<file path="src/design/rv_ctrl_pkg.sv">
package rv_ctrl_pkg;

  // operation class chosen by the opcode
  typedef enum logic [1:0] {
    alu_op_add      = 2'd0,
    alu_op_branch   = 2'd1,
    alu_op_register = 2'd2,
    alu_op_unset    = 2'd3
  } alu_op_t;

  typedef enum logic [3:0] {
    alu_add      = 4'd0,
    alu_sub      = 4'd1,
    alu_sll      = 4'd2,
    alu_slt      = 4'd3,
    alu_sltu     = 4'd4,
    alu_xor      = 4'd5,
    alu_srl      = 4'd6,
    alu_sra      = 4'd7,
    alu_or       = 4'd8,
    alu_and      = 4'd9,
    alu_pass_imm = 4'd10,  // lui
    alu_link     = 4'd11,  // pc + 4 for jal and jalr
    alu_none     = 4'd12
  } alu_control_t;

  // A operand source
  typedef enum logic [1:0] {
    src_a_rs1  = 2'd0,
    src_a_pc   = 2'd1,
    src_a_zero = 2'd2
  } src_a_t;

endpackage

</file>
<file path="src/design/rv_isa_pkg.sv">
package rv_isa_pkg;

  localparam int xlen       = 32;  // data width
  localparam int reg_addr_w = 5;   // register index width

  typedef logic [xlen-1:0]       word_t;
  typedef logic [reg_addr_w-1:0] reg_addr_t;

  // major opcodes, bits 6:0 of the instruction
  typedef enum logic [6:0] {
    r_type       = 7'b0110011,
    i_type_logic = 7'b0010011,
    i_type_load  = 7'b0000011,
    i_type_jalr  = 7'b1100111,
    s_type       = 7'b0100011,
    b_type       = 7'b1100011,
    j_type       = 7'b1101111,
    u_type_auipc = 7'b0010111,
    u_type_lui   = 7'b0110111,
    fence        = 7'b0001111
  } opcode_t;

  // branch conditions
  localparam logic [2:0] f3_beq  = 3'b000;
  localparam logic [2:0] f3_bne  = 3'b001;
  localparam logic [2:0] f3_blt  = 3'b100;
  localparam logic [2:0] f3_bge  = 3'b101;
  localparam logic [2:0] f3_bltu = 3'b110;
  localparam logic [2:0] f3_bgeu = 3'b111;

  // alu operations, shared by the register and immediate forms
  localparam logic [2:0] f3_add_sub = 3'b000;
  localparam logic [2:0] f3_sll     = 3'b001;
  localparam logic [2:0] f3_slt     = 3'b010;
  localparam logic [2:0] f3_sltu    = 3'b011;
  localparam logic [2:0] f3_xor     = 3'b100;
  localparam logic [2:0] f3_srl_sra = 3'b101;
  localparam logic [2:0] f3_or      = 3'b110;
  localparam logic [2:0] f3_and     = 3'b111;

endpackage
</file>
<file path="src/design/decode_if.sv">
`timescale 1ns/1ps

interface decode_if;
  import rv_isa_pkg::*;
  import rv_ctrl_pkg::*;

  opcode_t      opcode;
  alu_control_t alu_control;
  word_t        imm_ext;
  logic [2:0]   funct3;
  reg_addr_t    rd;
  reg_addr_t    rs1;
  reg_addr_t    rs2;
  src_a_t       src_a;
  logic         use_imm;     // B operand is the immediate
  logic         reg_write;
  logic         illegal;

  modport dec (output opcode, alu_control, imm_ext, funct3, rd, rs1, rs2,
               src_a, use_imm, reg_write, illegal);
  modport rf  (input rs1, rs2, rd, reg_write);
  modport ex  (input opcode, alu_control, imm_ext, funct3, src_a, use_imm, illegal);

endinterface

</file>
<file path="src/design/exec_core.sv">
`timescale 1ns/1ps

module exec_core (
  input  logic              clk,
  input  logic              arst_n,
  input  logic              instr_valid,
  input  rv_isa_pkg::word_t instr,
  input  rv_isa_pkg::word_t pc,
  output rv_isa_pkg::word_t result,
  output logic              branch_taken,
  output logic              illegal
);
  import rv_isa_pkg::*;

  word_t rs1_data;
  word_t rs2_data;

  decode_if dec_bus ();

  // decode fields and controls
  instruction_decode u_decode (
    .instr (instr),
    .dec   (dec_bus)
  );

  // write happens on the edge that ends a valid cycle
  register_file u_regs (
    .clk      (clk),
    .arst_n   (arst_n),
    .we       (instr_valid),
    .rf       (dec_bus),
    .wdata    (result),
    .rs1_data (rs1_data),
    .rs2_data (rs2_data)
  );

  alu u_alu (
    .ex           (dec_bus),
    .pc           (pc),
    .rs1_data     (rs1_data),
    .rs2_data     (rs2_data),
    .result       (result),
    .branch_taken (branch_taken)
  );

  assign illegal = dec_bus.illegal;

endmodule

</file>
<file path="src/design/alu.sv">
`timescale 1ns/1ps

module alu (
  decode_if.ex              ex,
  input  rv_isa_pkg::word_t pc,
  input  rv_isa_pkg::word_t rs1_data,
  input  rv_isa_pkg::word_t rs2_data,
  output rv_isa_pkg::word_t result,
  output logic              branch_taken
);
  import rv_isa_pkg::*;
  import rv_ctrl_pkg::*;

  word_t      a;
  word_t      b;
  logic [4:0] shamt;

  always_comb begin
    case (ex.src_a)
      src_a_pc:   a = pc;
      src_a_zero: a = '0;
      default:    a = rs1_data;
    endcase
  end

  assign b     = ex.use_imm ? ex.imm_ext : rs2_data;
  assign shamt = b[4:0];

  always_comb begin
    case (ex.alu_control)
      alu_add:      result = a + b;
      alu_sub:      result = a - b;
      alu_sll:      result = a << shamt;
      alu_slt:      result = {31'b0, $signed(a) < $signed(b)};
      alu_sltu:     result = {31'b0, a < b};
      alu_xor:      result = a ^ b;
      alu_srl:      result = a >> shamt;
      alu_sra:      result = $signed(a) >>> shamt;
      alu_or:       result = a | b;
      alu_and:      result = a & b;
      alu_pass_imm: result = ex.imm_ext;
      alu_link:     result = pc + 32'd4;  // return address
      default:      result = '0;
    endcase
  end

  // branch decision straight from the register operands
  always_comb begin
    branch_taken = 1'b0;
    if (ex.opcode == b_type) begin
      case (ex.funct3)
        f3_beq:  branch_taken = (rs1_data == rs2_data);
        f3_bne:  branch_taken = (rs1_data != rs2_data);
        f3_blt:  branch_taken = ($signed(rs1_data) < $signed(rs2_data));
        f3_bge:  branch_taken = ($signed(rs1_data) >= $signed(rs2_data));
        f3_bltu: branch_taken = (rs1_data < rs2_data);
        f3_bgeu: branch_taken = (rs1_data >= rs2_data);
        default: branch_taken = 1'b0;
      endcase
    end
  end

  // taken branches only come from a decoded, legal b_type
  always_comb begin
    assert (!branch_taken || (ex.opcode == b_type && !ex.illegal))
      else $error("branch_taken raised outside a branch");
  end

endmodule

</file>
<file path="src/design/register_file.sv">
`timescale 1ns/1ps

module register_file (
  input  logic              clk,
  input  logic              arst_n,
  input  logic              we,
  decode_if.rf              rf,
  input  rv_isa_pkg::word_t wdata,
  output rv_isa_pkg::word_t rs1_data,
  output rv_isa_pkg::word_t rs2_data
);
  import rv_isa_pkg::*;

  localparam int depth = 2**reg_addr_w;

  word_t regs [depth];
  logic  wr_en;

  assign wr_en = we && rf.reg_write && (rf.rd != '0);  // x0 stays zero

  always_ff @(posedge clk or negedge arst_n) begin
    if (!arst_n) begin
      for (int i = 0; i < depth; i++) begin
        regs[i] <= '0;
      end
    end else if (wr_en) begin
      regs[rf.rd] <= wdata;
    end
  end

  // combinational reads
  assign rs1_data = regs[rf.rs1];
  assign rs2_data = regs[rf.rs2];

  rs1_zero_reads_zero: assert property (
    @(posedge clk) disable iff (!arst_n)
    (rf.rs1 == '0) |-> (rs1_data == '0)
  ) else $error("x0 read returned nonzero data");

endmodule

</file>
<file path="src/design/instruction_decode.sv">
`timescale 1ns/1ps

module instruction_decode (
  input rv_isa_pkg::word_t instr,
  decode_if.dec            dec
);
  import rv_isa_pkg::*;
  import rv_ctrl_pkg::*;

  opcode_t opcode;
  alu_op_t alu_op;
  logic    funct7_b5;

  assign opcode     = opcode_t'(instr[6:0]);
  assign dec.opcode = opcode;

  // funct fields, zero where the format has none
  always_comb begin
    dec.funct3 = 3'b000;
    funct7_b5  = 1'b0;
    case (opcode)
      r_type, i_type_logic: begin
        dec.funct3 = instr[14:12];
        funct7_b5  = instr[30];  // only meaningful for sub and the shifts
      end
      i_type_load, i_type_jalr, s_type, b_type: dec.funct3 = instr[14:12];
      default: ;
    endcase
  end

  // register indices per format
  always_comb begin
    dec.rd  = '0;
    dec.rs1 = '0;
    dec.rs2 = '0;
    case (opcode)
      r_type: begin
        dec.rd  = instr[11:7];
        dec.rs1 = instr[19:15];
        dec.rs2 = instr[24:20];
      end
      i_type_logic, i_type_load, i_type_jalr: begin
        dec.rd  = instr[11:7];
        dec.rs1 = instr[19:15];
      end
      s_type, b_type: begin
        dec.rs1 = instr[19:15];
        dec.rs2 = instr[24:20];
      end
      u_type_auipc, u_type_lui, j_type: dec.rd = instr[11:7];
      default: ;
    endcase
  end

  // immediate extension
  always_comb begin
    case (opcode)
      i_type_logic, i_type_load, i_type_jalr:
        dec.imm_ext = {{20{instr[31]}}, instr[31:20]};
      s_type:
        dec.imm_ext = {{20{instr[31]}}, instr[31:25], instr[11:7]};
      b_type:
        dec.imm_ext = {{20{instr[31]}}, instr[7], instr[30:25], instr[11:8], 1'b0};
      j_type:
        dec.imm_ext = {{12{instr[31]}}, instr[19:12], instr[20], instr[30:21], 1'b0};
      u_type_auipc, u_type_lui:
        dec.imm_ext = {instr[31:12], 12'b0};
      default:
        dec.imm_ext = '0;
    endcase
  end

  // operation class, operand selects and write enable
  always_comb begin
    alu_op        = alu_op_unset;
    dec.src_a     = src_a_rs1;
    dec.use_imm   = 1'b1;
    dec.reg_write = 1'b1;
    case (opcode)
      r_type: begin
        alu_op      = alu_op_register;
        dec.use_imm = 1'b0;
      end
      i_type_logic: alu_op = alu_op_register;
      i_type_load, i_type_jalr: alu_op = alu_op_add;  // rs1 + imm
      s_type: begin
        alu_op        = alu_op_add;
        dec.reg_write = 1'b0;
      end
      b_type: begin
        alu_op        = alu_op_branch;
        dec.use_imm   = 1'b0;
        dec.reg_write = 1'b0;
      end
      j_type, u_type_auipc: begin
        alu_op    = alu_op_add;
        dec.src_a = src_a_pc;
      end
      u_type_lui: begin
        alu_op    = alu_op_add;
        dec.src_a = src_a_zero;
      end
      default: dec.reg_write = 1'b0;  // fence and anything unknown
    endcase
  end

  // supported opcode list, fence and unknown encodings fall outside it
  assign dec.illegal = !(opcode inside {r_type, i_type_logic, i_type_load, i_type_jalr,
                                        s_type, b_type, j_type, u_type_auipc, u_type_lui});

  alu_decoder u_alu_dec (
    .alu_op      (alu_op),
    .opcode      (opcode),
    .funct3      (dec.funct3),
    .funct7_b5   (funct7_b5),
    .alu_control (dec.alu_control)
  );

  // an illegal instruction must never reach the register file write port
  always_comb begin
    assert (!(dec.illegal && dec.reg_write))
      else $error("illegal instruction with reg_write set");
  end

endmodule

</file>
<file path="src/design/alu_decoder.sv">
`timescale 1ns/1ps

module alu_decoder (
  input  rv_ctrl_pkg::alu_op_t      alu_op,
  input  rv_isa_pkg::opcode_t       opcode,
  input  logic [2:0]                funct3,
  input  logic                      funct7_b5,
  output rv_ctrl_pkg::alu_control_t alu_control
);
  import rv_isa_pkg::*;
  import rv_ctrl_pkg::*;

  always_comb begin
    alu_control = alu_none;
    case (alu_op)
      alu_op_add: begin
        case (opcode)
          u_type_lui:          alu_control = alu_pass_imm;
          j_type, i_type_jalr: alu_control = alu_link;
          default:             alu_control = alu_add;  // loads, stores, auipc
        endcase
      end
      alu_op_branch: alu_control = alu_sub;
      alu_op_register: begin
        case (funct3)
          f3_add_sub: begin
            // addi has no sub form, bit 30 there is immediate
            if (opcode == r_type && funct7_b5) begin
              alu_control = alu_sub;
            end else begin
              alu_control = alu_add;
            end
          end
          f3_sll:  alu_control = alu_sll;
          f3_slt:  alu_control = alu_slt;
          f3_sltu: alu_control = alu_sltu;
          f3_xor:  alu_control = alu_xor;
          f3_srl_sra: begin
            if (funct7_b5) begin
              alu_control = alu_sra;
            end else begin
              alu_control = alu_srl;
            end
          end
          f3_or:   alu_control = alu_or;
          f3_and:  alu_control = alu_and;
          default: alu_control = alu_none;
        endcase
      end
      default: alu_control = alu_none;  // unset
    endcase
  end

endmodule

</file>
<file path="config.mk">
export PLATFORM = sky130hd
export DESIGN_NAME = exec_core
export DESIGN_NICKNAME = d
export VERILOG_FILES = /design/src/design/rv_ctrl_pkg.sv /design/src/design/rv_isa_pkg.sv /design/src/design/decode_if.sv /design/src/design/exec_core.sv /design/src/design/alu.sv /design/src/design/register_file.sv /design/src/design/instruction_decode.sv /design/src/design/alu_decoder.sv
export SDC_FILE = /design/constraint.sdc
export NUM_CORES = 2
export LEC_CHECK = 0
export BUFFER_PORTS_ARGS = -buffer_cell sky130_fd_sc_hd__buf_4
export CORE_AREA = 2 2 383 461
export DETAILED_ROUTE_END_ITERATION = 12
export DIE_AREA = 0 0 385 463
export PLACE_DENSITY = 0.53
export SLEW_MARGIN = 5
export SYNTH_ARGS = -nofsm -noshare
export SYNTH_HDL_FRONTEND = slang
export SYNTH_SLANG_ARGS = --single-unit
export TNS_END_PERCENT = 1
</file>
<file path="constraint.sdc">
create_clock -name clk -period 10.2 [get_ports clk]
set_input_delay 0.51 -clock clk [delete_from_list [all_inputs] [get_ports clk]]
set_output_delay 0.51 -clock clk [all_outputs]
set_load 0.05 [all_outputs]
</file>
After elaboration in Yosys (flattened, before gate mapping):

Index checks and enable logic that the tools add are counted.

* bitwise gates (word level): 6
* order comparisons: 10
* eq/ne operators: 33
* add/subtract/negate cells: 3
* mux-type cells: 28
* reductions and logical operators: 20
* shift-type cells: 3

Operators with widths (number)
* 1024-bit bitwise mux: 1
* 32-bit one-hot mux with 12 select lines: 1
* 32-bit binary-select mux with 5-bit select: 2
* 32-bit 2-to-1 mux: 6
* 32-bit demux with 5-bit select: 1
* 32-bit one-hot mux with 5 select lines: 1
* 32-bit less-than comparator: 4
* 32-bit >= comparator: 2
* 32-bit one-hot mux with 2 select lines: 1
* 32-bit by 3-bit adder with 32-bit output (second input constant): 1
* 32-bit adder: 1
* 32-bit bitwise AND: 1
* 32-bit equality test: 1
* 32-bit != test: 1
* 32-bit bitwise OR: 1
* 4-bit one-hot mux with 8 select lines: 1
* 32-bit by 5-bit << shifter with 32-bit output: 1
* 32-bit by 5-bit >> shifter with 32-bit output: 1
* 32-bit by 5-bit >>> shifter with 32-bit output: 1
* 32-bit subtractor: 1
* 32-bit XOR: 1
* 7-bit by 6-bit equality test with 1-bit output (second input constant): 3
* 7-bit equality test (second input constant): 3
* 6-bit >= comparator (second input constant): 3
* 32 further kinds: 63

* bits in registers: 1024
* input port bits: 67
* logic and storage cells: 135

Logic depth before layout (Yosys ltp):

* depth in word-level cells: 11
* depth in mapped cells: 34
* mapped depth without buffers: 24

Modules after synthesis:

From an unflattened synthesis, not the netlist that was laid out.

* cells, all modules: 6595
* area total of the unflattened synthesis: 68883.6 sq um

Modules (own cells, without submodules)
* register_file: times used 1, area an instance 55737.2 sq um, sequential area each 25624.6 sq um, cells each 4611
* alu: times used 1, area an instance 12051.6 sq um, sequential area each 0.0 sq um, cells each 1821
* instruction_decode: times used 1, area an instance 928.4 sq um, sequential area each 0.0 sq um, cells each 139
* alu_decoder: times used 1, area an instance 166.4 sq um, sequential area each 0.0 sq um, cells each 24

Worst setup path before layout:

Ideal clock, no wire load.

* path kind: input port to output port
* start point: in instr[3]
* end point: out result[28]
* stages: 30
* arrival time: 7.278 ns
* slack: 2.412 ns
* path buffers: 10
* required time: 9.690 ns
* path through: buf_2 > nand3b_4 > buf_2 > buf_2 > buf_1 > nor3_1 > clkbuf_1 > nand2_1 > nand2_1 > ha_1 > clkbuf_1 > nor2b_1 > clkbuf_1 > clkbuf_1 > a32o_1 > nor2_1 > inv_1 > ha_1 > clkbuf_1 > or3_1 > nand2b_1 > or2_0 > o221a_2 > a2111oi_0 > o21bai_1 > a311o_1 > a211oi_1 > a31oi_1 > nand3_1 > clkbuf_1

* word-level cells in the longest chain between the ends: 10
* elaborated cells between the ends (all ways): 75

RTL lines
* start, declared: line exec_core.sv:7 `input rv_isa_pkg::word_t instr,`
* 7-bit by 6-bit equality test with 1-bit output, or another cell as far along
* 6-bit OR reduction (no source line) or 3-bit OR reduction (tied branches)
* 5-bit 2-to-1 mux: line instruction_decode.sv:36 `case (opcode)`
* 5-bit NOT with 6-bit output, on equally long branches: line register_file.sv:32, register_file.sv:33
* 32-bit binary-select mux with 5-bit select, on equally long branches: line register_file.sv:32, register_file.sv:33
* 32-bit 2-to-1 mux, on equally long branches (2 in series): line register_file.sv:32, register_file.sv:33
* 32-bit one-hot mux with 2 select lines or 32-bit 2-to-1 mux (tied branches): line alu.sv:19, alu.sv:26
* 32-bit subtractor, or another cell as far along: line alu.sv:32 `alu_sub: result = a - b;`
* 32-bit one-hot mux with 12 select lines (*): line alu.sv:30 `case (ex.alu_control)`
* end, declared: line exec_core.sv:9 `output rv_isa_pkg::word_t result,`

Every way passes the cells marked *; elsewhere a longest branch is shown, timed or not. The select of a mux whose other input is x is not followed.

Final worst setup path:

* start point: in instr[22]
* end point: out result[24]

* word-level cells in the longest chain between the ends: 8
* elaborated cells between the ends (all ways): 16

RTL lines
* 5-bit 2-to-1 mux: line instruction_decode.sv:36
* 5-bit NOT with 6-bit output (not written as such): line register_file.sv:33 `assign rs2_data = regs[rf.rs2];`
* 32-bit binary-select mux with 5-bit select: line register_file.sv:33
* 32-bit 2-to-1 mux (not written as such) (2 in series): line register_file.sv:33
* 32-bit 2-to-1 mux (*): line alu.sv:26 `assign b = ex.use_imm ? ex.imm_ext : rs2_data;`
* 32-bit subtractor, or another cell as far along: line alu.sv:32
* 32-bit one-hot mux with 12 select lines (*): line alu.sv:30

Marks and branches as above.

==> flow_summary.toml <==
[detailed_routing]
via_per_inst = 6.88
drtIter0Drc = 9474
first_pass_iters = 9
vias = 70200
ant_nets = 0
drc_errors = 0
wl_per_cell_um = 37.9
routed_wirelength_mm = 387

[worst_setup_path]
critPathSlowestCell = "a41oi_1"
crit_buf_inv = 7
r2r_slack_ns = 2.18
endpoint_kind = "output port"
cp_top_family = "compound AO/OA/AOI/OAI gates"
path_depth = 26
worst-setup-path-type = "input pin to output port"
cpPeakStageDelay_ns = 0.79
worst_ep_required_time_ns = 9.69
critPathMaxFanout = 51
timing.rr.end = "u_regs.regs[414]"
start_kind = "input pin"
r2r_cells = 21
r2r-start = "u_regs.regs[161]"
worstPathArrival_ns = 8.95

[yosys]
synth.ff_latch_count = 1024
synthAdderAreaFrac_pct = 2.45
yosysWarnings = 0
synth_top_area_share_pct = 37.0
syn_inst = 8071
postSynthNetCount = 8272
synth_simple_gate_area_share_pct = 16.2
synth_area_per_cell_sq_um = 8.57
synthMuxAreaShare_pct = 11.8
synth_xor_area_share_pct = 0.595
syn_area_sq_um = 69200
ys_types = 122
synth_area_leader_cell = "dfrtp_1"
synthFlopType = "dfrtp_1"
synth_edf_count = 0
synthArstFlopShare_pct = 100
synth.area.top_cells = "dfrtp_1 37%, a21oi_1 6.9%, mux2_2 5.6%"
synth_compound_area_share_pct = 25.3
synth_seq_area_share_pct = 37.0
synth_top_family_by_area = "compound AO/OA/AOI/OAI gates"

[clocking]
clock_latency_ns = 0.79
htree_levels = 3
ctsLongestPathBuffers = 3
clock-sinks = 1024
post-cts-setup-buffer-count = 0
cts_tree = "yes"
root_buffer = "clkbuf_16"
cts_made_buffers = 111
cts.clk_slew.worst_paths_ns = 0.06

[power_and_ir_drop]
ir_drop_v = 0.000153
powerDensity_nw_per_um2 = 125
leakage_nw = 32.6

[timing]
worst_slew_margin_rel_pct = 11.9
final_hold_viol_count = 0
final.setup.worst_slack_ns = 0.743
post-route-period-util_pct = 92.7
rsz0062_at_grt = "false"
period_needed_ns = 9.46
worst_pin_slew_ns = 1.31
fmax_ghz = 0.106
fin_tns_setup_ns = 0
slew_viol_final = 0
setup_violations = 0
fin_worst_skew_ns = 0.0652

[floorplanning]
core_region_area_sq_um = 174000
die_h_um = 463
row_count = 168
die-area_sq_um = 178000
pin_count = 101
start_util_pct = 39.8
die_x_um = 385

[hold_path]
hold_path_class = "input pin to async pin"

[finish]
design_area_sq_um = 76400
fill_cells = 17100
area_growth_pct = 10.5
sequential_cell_area_sq_um = 25600
instances_no_fill = 10200
reg_top3 = "u_regs.regs (1024)"
top_register = "u_regs.regs"
multi_input_area_sq_um = 39600
largest_reg_flops = 1024
num-nets-final = 8004
layout-drive-gt1-share_pct = 16.9

[global_routing]
first_global_vias = 65800
grt_pass1_wl_mm = 535
antenna_found_initial = 25
grt_use_total_pct = 42.3
grt_max_degree = 161
grt_overflow = 0

[outcome]
status = "complete, no violations"

[placed_design]
place.gp.congestion = 1.08
placed_area_sq_um = 72800
dp_hpwl_mm = 270
preCtsSetupSlack_ns = 1.06
placed_cells = 9983
numPortBuffers = 100

[job]
maxCapViolCount = 0
cells in the mapped netlist (21+ instances only):
master     number
and2_1         32
o311ai_0       28
mux4_2        108
o211ai_1       78
or2_2          42
nor2b_1        26
a2111oi_0      43
xor2_1         21
nand3_1       261
nand4_1        26
a32o_1         23
buf_4          52
clkbuf_1      498
a21o_1         40
a21oi_1       947
nor2_1        982
a221o_1        28
mux2i_1       183
nor3_1        241
o22ai_1        43
o21ai_0       239
ha_1          132
o31ai_1        44
o221ai_1       42
a22oi_1        37
a211o_1        24
a221oi_1      246
o2111ai_1      27
and3_1         52
dfrtp_1      1024
a211oi_1      160
nand2_1       789
buf_1          46
inv_1         203
a31o_2         43
a31oi_1       217
buf_2         237
mux2_2        342
xnor2_1        26
worst max path at each step:
stage / startpoint / endpoint / slack [ns]
3_5_place_dp: instr[22] / result[24] / 1.06
5_1_grt: instr[22] / result[24] / 0.58
3_3_place_gp: instr[22] / result[24] / 0.95
4_1_cts: instr[22] / result[24] / 1.02
6_report: instr[22] / result[24] / 0.74
2_1_floorplan: instr[3] / result[28] / 2.41
worst register-to-register path: stages, from the launching register on:
cell and delay, ns:
dfrtp_1 0.41, mux2_2 0.28, o21ai_0 0.61, o21ai_0 0.34, a32o_1 0.34, a21oi_1 0.41
inv_1 0.23, fa_1 0.48, a21o_1 0.19, a21oi_1 0.26, o21bai_1 0.11, a21o_1 0.25
a41oi_1 0.86, o21ai_0 0.47, a2111oi_0 0.59, o21ai_0 0.19, mux2_2 0.32, a211oi_1 0.53
o211ai_1 0.19, buf_4 0.24, buf_4 0.25, mux2_2 0.34
logic make-up after synthesis:
group,after synthesis
DFF,1024
muxes,634
AOI/OAI and AO/OA,2604
adders and majority gates,134
buffers and inverters,1062
xor gates and xnor gates,47
and+or+nand+nor,2566
per-stage QoR:
step	total power, W	hold slack (ns)	util, %
final	0.00956	0.330	44.0
after CTS	0.00955	0.358	43.9
after global placement	0.00554	0.387	41.9
after global routing	0.00981	0.390	43.9
after detailed placement	0.00554	0.388	41.9
after floorplan	0.00493	0.214	-
layout make-up:
| cell class | instances | share of cell area, % |
|---|---|---|
| tap | 2295 | 3.76 |
| clock buffer | 168 | 4.24 |
| sequential | 1024 | 33.5 |
| multi-input combinational | 5985 | 51.8 |
| inverter | 212 | 1.04 |
| timing repair buffer | 469 | 5.24 |
| antenna | 21 | 0.0687 |
| clock inverter | 29 | 0.363 |
layer usage:
| layer | GRT usage (%) | wire, um | share of wire (%) |
|---|---|---|---|
| met5 | 0 | 423 | 0.11 |
| met1 | 53.9 | 148000 | 38 |
| met2 | 62.3 | 166000 | 43 |
| met4 | 27.4 | 29900 | 7.7 |
| met3 | 12.4 | 42300 | 11 |
repair_timing:
item,4_1_cts,5_1_grt
gates resized for setup,0,0
endpoints found under the hold margin,86,0
hold buffers,1,0
placed cells by master (no fill, tap or decap), types with 22 or more instances in the layout:
cell,n
mux2_2,342
nor2b_1,24
a221o_1,28
a221oi_1,246
a31oi_1,215
a22oi_1,37
buf_4,426
clkbuf_1,32
a21oi_1,945
nor2_1,945
o221ai_1,42
a32o_1,22
a211o_1,23
and3_1,49
xnor2_1,26
o21ai_0,239
o22ai_1,43
nand4_1,26
o211ai_1,78
nand2_1,786
clkbuf_8,26
buf_12,35
or2_2,42
mux2i_1,183
ha_1,132
o2111ai_1,27
nor2_4,33
clkbuf_16,111
dfrtp_1,1024
o31ai_1,44
nor3_1,236
a21o_1,40
mux4_2,108
and2_1,28
a211oi_1,157
a2111oi_0,40
nand3_1,258
a31o_2,43
inv_1,201
where the power goes:
part,internal (W),switching [W]
clock network,0.00221,0.00183
registers,0.00413,0.0000592
logic,0.000366,0.000956
(Power assumes the default switching activity.)
